[config.mk]
export PLATFORM = sky130hd
export DESIGN_NAME = board_inputs
export DESIGN_NICKNAME = d
export VERILOG_FILES = /design/src/hw/board_pkg.sv /design/src/hw/input_sync_if.sv /design/src/hw/board_control.sv /design/src/hw/board_inputs.sv /design/src/hw/input_decode.sv /design/src/hw/input_format.sv
export SDC_FILE = /design/constraint.sdc
export NUM_CORES = 1
export LEC_CHECK = 0
export BUFFER_PORTS_ARGS = -buffer_cell sky130_fd_sc_hd__buf_4
export CORE_MARGIN = 2
export CORE_UTILIZATION = 45
export CTS_CLUSTER_DIAMETER = 80
export DETAILED_ROUTE_END_ITERATION = 7
export GPL_TIMING_DRIVEN = 0
export PLACE_DENSITY_LB_ADDON = 0.25
export SYNTH_ARGS = -nofsm -noshare
export SYNTH_HDL_FRONTEND = slang
export SYNTH_SLANG_ARGS = --single-unit
[constraint.sdc]
create_clock -name clk_sys -period 1.35 [get_ports clk_sys]
set_input_delay 0.2025 -clock clk_sys [delete_from_list [all_inputs] [get_ports clk_sys]]
set_output_delay 0.2025 -clock clk_sys [all_outputs]
set_load 0.01 [all_outputs]
[src/hw/board_pkg.sv]
////////////////////////////////////////
// Board package: shared widths, button
// positions, reset length and joystick types
////////////////////////////////////////

package board_pkg;

    // player counts
    localparam int NUM_PLAYERS     = 4;
    localparam int NUM_KEY_PLAYERS = 3;  // player 4 has no keyboard joystick

    // joystick word widths
    localparam int BOARD_JOY_W = 16;
    localparam int GAME_JOY_W  = 10;

    // buttons used by the game
    localparam int BUTTONS = 2;

    // start, coin and pause follow the game buttons in a board joystick
    localparam int START_BIT = 6 + (BUTTONS - 2);
    localparam int COIN_BIT  = 7 + (BUTTONS - 2);
    localparam int PAUSE_BIT = 8 + (BUTTONS - 2);

    // game expects low-true inputs
    localparam logic INPUTS_ACTIVE_LOW = 1'b1;

    // game reset stretch
    localparam int         RST_CNT_W    = 8;
    localparam logic [7:0] GAME_RST_LEN = 8'd255;  // cycles after last trigger

    // graphics layers that can be switched off
    localparam int NUM_GFX = 4;

    // one joystick as it comes from the board
    typedef logic [BOARD_JOY_W-1:0] board_joy_t;

    // one joystick as the game sees it
    // bits 3:0 are directions, upper bits are buttons
    typedef logic [GAME_JOY_W-1:0] game_joy_t;

endpackage

[src/hw/input_sync_if.sv]
////////////////////////////////////////
// Sampled input bundle between the input
// sampler and the game input formatter
////////////////////////////////////////

interface input_sync_if
    import board_pkg::*;
();

    // registered copies, valid every cycle
    board_joy_t             board_joy [NUM_PLAYERS];
    game_joy_t              key_joy   [NUM_KEY_PLAYERS];
    logic [NUM_PLAYERS-1:0] key_coin;
    logic [NUM_PLAYERS-1:0] key_start;
    logic                   key_service;
    logic                   rot_control;  // vertical game on horizontal screen

    modport decode (
        output board_joy,
        output key_joy,
        output key_coin,
        output key_start,
        output key_service,
        output rot_control
    );

    modport format (
        input board_joy,
        input key_joy,
        input key_coin,
        input key_start,
        input key_service,
        input rot_control
    );

endinterface

[src/hw/board_control.sv]
////////////////////////////////////////
// Board control: pause toggle, graphics
// layer enables and game reset stretcher
////////////////////////////////////////

module board_control
    import board_pkg::*;
(
    input  logic               clk_sys,
    input  logic               rst,
    input  logic               pause_evt,
    input  logic               soft_rst_evt,
    input  logic [NUM_GFX-1:0] gfx_evt,
    input  logic               dl_sync,
    input  logic               rst_req_sync,
    output logic               game_pause,
    output logic [NUM_GFX-1:0] gfx_en,
    output logic               game_rst
);

    logic [RST_CNT_W-1:0] rst_cnt;
    logic                 rst_trig;

    // pause state
    always_ff @(posedge clk_sys) begin
        if (rst) begin
            game_pause <= 1'b0;
        end else if (dl_sync) begin
            game_pause <= 1'b0;  // never paused while loading
        end else if (pause_evt) begin
            game_pause <= ~game_pause;
        end
    end

    // layer enables, all visible out of reset
    always_ff @(posedge clk_sys) begin
        if (rst) begin
            gfx_en <= '1;
        end else begin
            gfx_en <= gfx_en ^ gfx_evt;
        end
    end

    assign rst_trig = rst | rst_req_sync | dl_sync | soft_rst_evt;

    // hold game_rst until the count runs out after the last trigger
    always_ff @(posedge clk_sys) begin
        if (rst_trig) begin
            rst_cnt  <= '0;
            game_rst <= 1'b1;
        end else if (rst_cnt != GAME_RST_LEN) begin
            rst_cnt  <= rst_cnt + 1'b1;
            game_rst <= 1'b1;
        end else begin
            game_rst <= 1'b0;
        end
    end

    // a layer bit flips only after its own key event
    a_gfx_cause: assert property (@(posedge clk_sys) disable iff (rst)
        ((gfx_en ^ $past(gfx_en)) & ~$past(gfx_evt)) == '0);

    // reset output covers the whole count
    a_rst_hold: assert property (@(posedge clk_sys) disable iff (rst)
        (rst_cnt < GAME_RST_LEN) |-> game_rst);

endmodule

[src/hw/board_inputs.sv]
////////////////////////////////////////
// Board inputs top: player input sampling,
// game input formatting and game control
////////////////////////////////////////

module board_inputs
    import board_pkg::*;
(
    input  logic                   clk_sys,
    input  logic                   rst,
    input  logic                   rst_req,
    input  logic                   downloading,
    input  logic                   osd_pause,
    input  logic                   rot_control,
    input  logic                   key_service,
    input  logic                   key_reset,
    input  logic                   key_pause,
    input  board_joy_t             board_joystick1,
    input  board_joy_t             board_joystick2,
    input  board_joy_t             board_joystick3,
    input  board_joy_t             board_joystick4,
    input  game_joy_t              key_joy1,
    input  game_joy_t              key_joy2,
    input  game_joy_t              key_joy3,
    input  logic [NUM_PLAYERS-1:0] key_coin,
    input  logic [NUM_PLAYERS-1:0] key_start,
    input  logic [NUM_GFX-1:0]     key_gfx,
    output game_joy_t              game_joystick1,
    output game_joy_t              game_joystick2,
    output game_joy_t              game_joystick3,
    output game_joy_t              game_joystick4,
    output logic [NUM_PLAYERS-1:0] game_coin,
    output logic [NUM_PLAYERS-1:0] game_start,
    output logic                   game_service,
    output logic                   game_pause,
    output logic                   game_rst,
    output logic [NUM_GFX-1:0]     gfx_en
);

    logic               pause_evt, soft_rst_evt;
    logic [NUM_GFX-1:0] gfx_evt;
    logic               dl_sync, rst_req_sync;

    input_sync_if u_sync ();

    input_decode u_decode (
        .clk_sys, .rst,
        .board_joystick1, .board_joystick2, .board_joystick3, .board_joystick4,
        .key_joy1, .key_joy2, .key_joy3,
        .key_coin, .key_start, .key_service, .key_reset, .key_pause, .key_gfx,
        .osd_pause, .rot_control, .downloading, .rst_req,
        .sync         ( u_sync.decode ),
        .pause_evt, .soft_rst_evt, .gfx_evt, .dl_sync, .rst_req_sync
    );

    board_control u_control (
        .clk_sys, .rst,
        .pause_evt, .soft_rst_evt, .gfx_evt, .dl_sync, .rst_req_sync,
        .game_pause, .gfx_en, .game_rst
    );

    input_format u_format (
        .clk_sys, .rst,
        .sync         ( u_sync.format ),
        .game_joystick1, .game_joystick2, .game_joystick3, .game_joystick4,
        .game_coin, .game_start, .game_service
    );

endmodule

[src/hw/input_decode.sv]
////////////////////////////////////////
// Input sampler: registers every board and
// key input, makes rising-edge event pulses
////////////////////////////////////////

module input_decode
    import board_pkg::*;
(
    input  logic                   clk_sys,
    input  logic                   rst,
    input  board_joy_t             board_joystick1,
    input  board_joy_t             board_joystick2,
    input  board_joy_t             board_joystick3,
    input  board_joy_t             board_joystick4,
    input  game_joy_t              key_joy1,
    input  game_joy_t              key_joy2,
    input  game_joy_t              key_joy3,
    input  logic [NUM_PLAYERS-1:0] key_coin,
    input  logic [NUM_PLAYERS-1:0] key_start,
    input  logic                   key_service,
    input  logic                   key_reset,
    input  logic                   key_pause,
    input  logic [NUM_GFX-1:0]     key_gfx,
    input  logic                   osd_pause,
    input  logic                   rot_control,
    input  logic                   downloading,
    input  logic                   rst_req,
    input_sync_if.decode           sync,
    output logic                   pause_evt,
    output logic                   soft_rst_evt,
    output logic [NUM_GFX-1:0]     gfx_evt,
    output logic                   dl_sync,
    output logic                   rst_req_sync
);

    logic               key_pause_q, osd_pause_q, key_reset_q;
    logic [NUM_GFX-1:0] key_gfx_q;
    logic               key_pause_l, osd_pause_l, joy_pause_l, key_reset_l;
    logic [NUM_GFX-1:0] key_gfx_l;
    logic               joy_pause;
    logic [2:0]         pause_edges;

    // first copy of every input, taken at edge N
    always_ff @(posedge clk_sys) begin
        sync.board_joy[0] <= board_joystick1;
        sync.board_joy[1] <= board_joystick2;
        sync.board_joy[2] <= board_joystick3;
        sync.board_joy[3] <= board_joystick4;
        sync.key_joy[0]   <= key_joy1;
        sync.key_joy[1]   <= key_joy2;
        sync.key_joy[2]   <= key_joy3;
        sync.key_coin     <= key_coin;
        sync.key_start    <= key_start;
        sync.key_service  <= key_service;
        sync.rot_control  <= rot_control;
        key_pause_q       <= key_pause;
        osd_pause_q       <= osd_pause;
        key_reset_q       <= key_reset;
        key_gfx_q         <= key_gfx;
        dl_sync           <= downloading;
        rst_req_sync      <= rst_req;
    end

    // pause button on either of the first two joysticks
    assign joy_pause = sync.board_joy[0][PAUSE_BIT] | sync.board_joy[1][PAUSE_BIT];

    // second copy at edge N+1, only for edge sources
    always_ff @(posedge clk_sys) begin
        key_pause_l <= key_pause_q;
        osd_pause_l <= osd_pause_q;
        joy_pause_l <= joy_pause;
        key_reset_l <= key_reset_q;
        key_gfx_l   <= key_gfx_q;
    end

    assign pause_edges  = {key_pause_q & ~key_pause_l,
                           osd_pause_q & ~osd_pause_l,
                           joy_pause   & ~joy_pause_l};
    assign pause_evt    = |pause_edges;
    assign soft_rst_evt = key_reset_q & ~key_reset_l;
    assign gfx_evt      = key_gfx_q & ~key_gfx_l;  // one pulse per layer key

    // no single source produces an event two cycles in a row
    a_evt_single: assert property (@(posedge clk_sys) disable iff (rst)
        ({pause_edges, soft_rst_evt} & $past({pause_edges, soft_rst_evt})) == '0);

endmodule

[src/hw/input_format.sv]
////////////////////////////////////////
// Game input formatter: merge, rotate and
// invert joysticks, pack coin and start
////////////////////////////////////////

module input_format
    import board_pkg::*;
(
    input  logic                   clk_sys,
    input  logic                   rst,
    input_sync_if.format           sync,
    output game_joy_t              game_joystick1,
    output game_joy_t              game_joystick2,
    output game_joy_t              game_joystick3,
    output game_joy_t              game_joystick4,
    output logic [NUM_PLAYERS-1:0] game_coin,
    output logic [NUM_PLAYERS-1:0] game_start,
    output logic                   game_service
);

    game_joy_t              merged [NUM_PLAYERS];
    logic [NUM_PLAYERS-1:0] coin_raw;
    logic [NUM_PLAYERS-1:0] start_raw;

    // directions swapped for a rotated screen, then inverted
    function automatic game_joy_t format_joy(game_joy_t joy, logic rot);
        game_joy_t rj;
        rj = rot ? {joy[GAME_JOY_W-1:4], joy[0], joy[1], joy[3], joy[2]} : joy;
        return rj ^ {GAME_JOY_W{INPUTS_ACTIVE_LOW}};
    endfunction

    for (genvar p = 0; p < NUM_PLAYERS; p++) begin : g_player
        if (p < NUM_KEY_PLAYERS) begin : g_key
            assign merged[p] = sync.board_joy[p][GAME_JOY_W-1:0] | sync.key_joy[p];
        end else begin : g_board
            assign merged[p] = sync.board_joy[p][GAME_JOY_W-1:0];  // board only
        end
        assign coin_raw[p]  = sync.board_joy[p][COIN_BIT]  | sync.key_coin[p];
        assign start_raw[p] = sync.board_joy[p][START_BIT] | sync.key_start[p];
    end

    // game inputs, registered at edge N+1
    always_ff @(posedge clk_sys) begin
        game_joystick1 <= format_joy(merged[0], sync.rot_control);
        game_joystick2 <= format_joy(merged[1], sync.rot_control);
        game_joystick3 <= format_joy(merged[2], sync.rot_control);
        game_joystick4 <= format_joy(merged[3], sync.rot_control);
        game_coin      <= coin_raw  ^ {NUM_PLAYERS{INPUTS_ACTIVE_LOW}};
        game_start     <= start_raw ^ {NUM_PLAYERS{INPUTS_ACTIVE_LOW}};
    end

    // service switch idles released
    always_ff @(posedge clk_sys) begin
        if (rst) begin
            game_service <= INPUTS_ACTIVE_LOW;
        end else begin
            game_service <= sync.key_service ^ INPUTS_ACTIVE_LOW;
        end
    end

endmodule

==> results.py, run 1 <==
metrics = {
    "run_status": {
        "status": "finished clean",
    },
    "synth": {
        "ys_seq_area_share_pct": 81.1,
        "synth-xor-area-share_pct": 0.887,
        "synth_common_cells": "dfxtp_1 (160), nor2_1 (40), mux2_2 (12)",
        "synth_top_family_by_area": "simple AND/OR/NAND/NOR gates",
        "synth_top_area_cell": "dfxtp_1",
        "syn-num-nets": 398,
        "avgSynthCellArea_um2": 14.0,
        "synth_top_cell_area_share_pct": 81.1,
        "synth.most_common_cell": "dfxtp_1",
        "synth-compound-area-share_pct": 2.34,
        "synth-seq-cells": 160,
        "ys.warnings.count": 0,
        "synth.distinct_cells": 32,
        "ys.flop_type": "dfxtp_1",
        "synth_area_leaders": "dfxtp_1 (81%), nor2_1 (3.8%), mux2_2 (3.4%), mux2i_1 (1.0%), nor3_1 (1.0%)",
        "syn_area_um2": 3950,
        "synth_edf_count": 0,
        "yosys.area_share.simple_pct": 9.79,
        "syn_inst": 282,
        "synth_adder_area_share_pct": 0.317,
        "async_flop_share_pct": 0,
        "muxShareOfSynthArea_pct": 4.43,
    },
    "drt": {
        "routed_wirelength_um": 9250,
        "vias": 2918,
        "drtIter0Drc": 57,
        "drc": 0,
        "drt.antenna.violating_nets": 0,
        "detail_route.wl_per_cell_um": 14.1,
        "vias_per_cell": 4.44,
        "dr.pass1.iters": 4,
    },
    "worst_setup_path": {
        "critPathLaunch": "u_control.rst_cnt[1]",
        "required_ns": 1.74,
        "rr_startpoint": "u_control.rst_cnt[1]",
        "endpoint_kind": "register",
        "start_kind": "register",
        "crit_fanout": 5,
        "critical_path_class": "reg2reg",
        "worstPathArrival_ns": 1.67,
    },
    "timing": {
        "tns_ns": 0,
        "worst_pin_slew_ns": 0.399,
        "slew_headroom_pct": 73.4,
        "fin_crit_ns": 1.29,
        "grt_setup_unrepaired": "false",
        "fin_hold_ws_ns": 0.326,
        "setup_slack_ns": 0.0643,
        "slew_violations": 0,
        "finClkSkew_ns": 0.00940,
        "period_share_pct": 95.2,
        "final-setup-viol-count": 0,
        "fmax_mhz": 778,
        "hold_viol_final": 0,
    },
    "layout": {
        "fin_nets": 652,
        "nFillCells": 475,
        "drive_above_1_share_pct": 36.4,
        "final_area_um2": 6670,
        "final_cells": 657,
        "multi_input_area_um2": 704,
        "ff_latch_area_um2": 3200,
        "diodes": 0,
        "syn_to_final_growth_pct": 69.0,
    },
    "global_route": {
        "grt_pass1_vias": 3152,
        "grt_use_met2_pct": 35.6,
        "grt_max_degree": 18,
        "busiest_layer": "met2",
        "gr-total-overflow": 0,
        "grt_use_met3_pct": 8.63,
        "met1_usage_pct": 19.7,
        "grt_pass1_wl_um": 14600,
        "grt_use_total_pct": 19.9,
        "antenna_found_initial": 0,
    },
    "pwr": {
        "p_leak_nw": 3.03,
        "powerDensity_nw_per_um2": 1580,
        "ir_drop_mv": 0.994,
    },
    "worst_hold_path": {
        "hold_start": "key_joy3[9]",
        "worstHoldPathType": "in2reg",
    },
    "floorplanning": {
        "dieArea_um2": 9540,
        "start_util_pct": 45.7,
        "die_w_um": 97.7,
        "die_h_um": 97.7,
        "ios": 170,
        "core_area_um2": 8640,
        "std_cell_rows": 34,
    },
    "run": {
        "maxCapViolations": 0,
    },
    "cts": {
        "clk_pin_slew_ns": 0.07,
        "cts_sinks": 160,
        "cts_buffers": 17,
        "clock_path_buffers": 2,
        "post_cts_buffers": 0,
        "clkLatencyLatePin_ns": 0.51,
        "clock-root-buffer": "clkbuf_8",
        "cts_max_level": 4,
        "cts_tree": "yes",
    },
    "place": {
        "dp_cells": 535,
        "dp_hpwl_um": 5200,
        "post_dp_cell_area_um2": 5170,
        "preCtsSetupSlack_ns": 0.00656,
        "gp_congestion": 0.791,
        "port_buffers": 145,
    },
}
worst max-delay path: stages (launching register included):
cell	delay, ns
dfxtp_1	0.35
ha_2	0.22
nand4_1	0.20
or3_1	0.39
layout make-up:
type                    count  share of cell area, %
plain buffers               3                  0.262
clock buffers              18                   6.41
repair buffers            235                   29.8
well taps                 108                   2.02
inverters                   8                  0.450
flip-flops and latches    160                   48.0
clock inverters            14                   2.47
multi-input cells         111                   10.6
through the flow:
step                power, W  util, %
finish                0.0105     77.3
global placement     0.00568     59.9
CTS                   0.0105     77.2
detailed placement   0.00570     59.9
floorplan            0.00531        -
global route          0.0109     77.3
registers in the layout, summed over array words and instances, names as in the netlist, 4 cells and up:
| name | flops |
|---|---|
| u_control.gfx_en | 4 |
| u_control.rst_cnt | 8 |
| u_decode.key_gfx_l | 4 |
| u_decode.key_gfx_q | 4 |
| u_decode.sync.board_joy | 40 |
| u_decode.sync.key_coin | 4 |
| u_decode.sync.key_joy | 30 |
| u_decode.sync.key_start | 4 |
| u_format.game_coin | 4 |
| u_format.game_joystick1 | 10 |
| u_format.game_joystick2 | 10 |
| u_format.game_joystick3 | 10 |
| u_format.game_joystick4 | 10 |
| u_format.game_start | 4 |
per-layer routing:
layer  part of all wire [%]  vias to the layer above
li1                       -                     1434
met1                     37                     1348
met2                     53                      114
met3                    7.5                       22
met4                    2.6                        0
met5                      0                        -
kinds of logic (layout without fill, tap and decap cells):
group	after synthesis	after routing
muxes	16	16
and+or+nand+nor	77	77
adders and majority gates	1	1
xor gates and xnor gates	4	4
buffers and inverters	11	278
AOI/OAI and AO/OA	13	13
DFF	160	160
report_power, final:
part           total (W)  internal, W  switching [W]  leakage (nW)
logic           0.000765     0.000520       0.000245          1.40
clock network    0.00468      0.00261        0.00208         0.289
registers        0.00507      0.00498      0.0000897          1.34
worst paths after layout:
| kind | to | slack [ns] | cells past startpoint |
|---|---|---|---|
| worst max-delay path | u_control.game_rst | 0.06 | 3 |
| worst min-delay path | u_decode.sync.key_joy[9] | 0.33 | 2 |
| worst max register to register | u_control.game_rst | 0.06 | 3 |
| worst min register to register | u_decode.key_pause_l | 0.34 | 0 |
layout by cell type (no fill, tap or decap), types with 2 or more instances in the layout:
cell type	instances
nand3_1	2
nand2b_1	5
mux2i_1	4
buf_4	145
nor3_2	2
nor2b_1	6
and4_1	3
clkbuf_16	16
clkbuf_8	2
inv_8	3
nor3_1	8
dlygate4sd3_1	90
mux2_2	12
nor2_1	40
and3_1	2
inv_1	8
a21oi_1	5
nand2_1	2
clkinv_8	2
dfxtp_1	159
inv_6	6
buf_2	2
xnor2_1	4
repair_timing:
item | CTS | global route
hold buffers | 90 | 0
gates resized for setup | 0 | 3
endpoints found under the setup margin | 0 | 8
hold endpoints to repair | 95 | 0
No activity file was read; power rests on OpenSTA's default activity.
==> inputs of run 2 (changes only) <==
REMOVE_ABC_BUFFERS = 1   (was unset)
==> results.py, run 2 (synthesized netlist as in run 1, its figures left out) <==
metrics = {
    "worst_setup_path": {
        "critPathSlowestCell": "dlygate4sd3_1",
        "critical_path_class": "in2reg",
        "critical_path_depth": 5,
        "worstPathArrival_ns": 1.66,
        "crit_chain": "dlygate4sd3_1 -> buf_4 -> nor3_2 -> o21ai_2 -> or3_1",
        "timing.critical_path.buf_inv": 2,
        "crit_family": "buffers and inverters",
        "endpoint_kind": "register",
        "required_ns": 1.72,
        "crit_fanout": 9,
        "r2r_cells": 3,
        "start_kind": "input pin",
        "slowest_delay_ns": 0.55,
    },
    "timing": {
        "worst_pin_slew_ns": 0.419,
        "fmax_mhz": 780,
        "tns_ns": 0,
        "finClkSkew_ns": 0.0128,
        "final-setup-viol-count": 0,
        "hold_viol_final": 0,
        "fin_crit_ns": 1.28,
        "period_share_pct": 95.0,
        "slew_violations": 0,
        "grt_setup_unrepaired": "false",
        "slew_headroom_pct": 72.1,
    },
    "place": {
        "gp_congestion": 0.791,
        "port_buffers": 145,
        "dp_hpwl_um": 4950,
        "dp_cells": 532,
    },
    "floorplanning": {
        "dieArea_um2": 9540,
        "die_h_um": 97.7,
        "ios": 170,
        "start_util_pct": 45.7,
        "std_cell_rows": 34,
        "core_area_um2": 8640,
        "die_w_um": 97.7,
    },
    "drt": {
        "detail_route.wl_per_cell_um": 14.4,
        "drc": 0,
        "drt.antenna.violating_nets": 0,
        "drtIter0Drc": 71,
        "routed_wirelength_um": 9430,
        "vias_per_cell": 4.42,
        "dr.pass1.iters": 4,
        "vias": 2888,
    },
    "layout": {
        "drive_above_1_share_pct": 36.4,
        "final_common_cell": "dfxtp_1",
        "syn_to_final_growth_pct": 68.3,
        "largestRegisters": "u_decode.sync.board_joy (40), u_decode.sync.key_joy (30)",
        "regMostFlops": "u_decode.sync.board_joy",
        "fin_nets": 649,
        "final_cells": 654,
        "fin_util_pct": 77.0,
        "diodes": 0,
        "nFillCells": 501,
        "final_cell_mix": "dfxtp_1 (157), buf_4 (145), dlygate4sd3_1 (90), nor2_1 (40), clkbuf_16 (16)",
        "largest_reg_flops": 40,
    },
    "run_status": {
        "status": "finished clean",
    },
    "pwr": {
        "powerDensity_nw_per_um2": 1550,
        "p_leak_nw": 3.00,
        "ir_drop_mv": 0.990,
        "totalPowerFinal_w": 0.0103,
    },
    "cts": {
        "cts_buffers": 17,
        "clkLatencyLatePin_ns": 0.50,
        "cts_sinks": 160,
        "clock-root-buffer": "clkbuf_8",
        "clk_pin_slew_ns": 0.07,
        "cts_max_level": 4,
        "clock_path_buffers": 2,
        "cts_tree": "yes",
    },
    "worst_hold_path": {
        "worstHoldPathCells": 2,
        "worstHoldPathType": "in2reg",
    },
    "global_route": {
        "grt_pass1_wl_um": 15200,
        "gr-total-overflow": 0,
        "grt_max_degree": 18,
        "antenna_found_initial": 0,
        "grt_use_total_pct": 20.7,
        "grt_pass1_vias": 3182,
    },
    "run": {
        "maxCapViolations": 0,
    },
}
## run 2: changes by cell type in the layout (fill, tap and decap cells not counted), sizes merged
cell / delta
buf: -2
bufinv: -1
clkbuf: -1
clkinv: -1
clkinvlp: +4
inv: -2
## run 2: metrics by stage
| step | hold slack [ns] | worst slack, ns | instance area [um2] |
|---|---|---|---|
| 3_5_place_dp | 0.308 | 0.0259 | 5160 |
| 4_1_cts | 0.313 | 0.00774 | 6630 |
| 6_report | 0.338 | 0.0678 | 6650 |
| 5_1_grt | 0.314 | 0.0273 | 6650 |
| 2_1_floorplan | 0.230 | 0.159 | 3940 |
| 3_3_place_gp | 0.307 | 0.0312 | 5160 |
## run 2: cell type report
class	count	area, um2	share of cell area [%]
Timing Repair Buffer	235	1990	29.9
Tap cell	108	135	2.03
Multi-Input combinational cell	111	714	10.7
Sequential cell	160	3210	48.2
Clock inverter	14	144	2.16
Clock buffer	18	428	6.44
Inverter	8	30.0	0.452
## run 2: repair_timing
item | 4_1_cts | 5_1_grt
buffers inserted | 0 | 0
hold buffers | 90 | 0
cloned | 0 | 0
endpoints found under the setup margin | 1 | 17
hold endpoints to repair | 95 | 0
resized for setup | 0 | 5
pin swaps | 1 | 2
## run 2: final timing paths
check,slack (ns),from,to
max,0.07,rst,u_control.game_rst
min,0.34,board_joystick4[7],u_decode.sync.board_joy[7]
max reg2reg,0.11,u_control.rst_cnt[0],u_control.game_rst
min reg2reg,0.35,u_decode.key_gfx_q[2],u_decode.key_gfx_l[2]
## run 2: power breakdown
part	leakage [nW]	internal, W	switching, W
clock network	0.265	0.00241	0.00205
registers	1.34	0.00498	0.000104
logic	1.39	0.000518	0.000238
total	3.00	0.00791	0.00239
## run 2: per-layer routing
| layer | part of all wire (%) | global-route usage (%) |
|---|---|---|
| met5 | 0 | 0 |
| met4 | 1.3 | 7.37 |
| met3 | 6.9 | 8.35 |
| met2 | 55 | 38.1 |
| met1 | 37 | 21.1 |
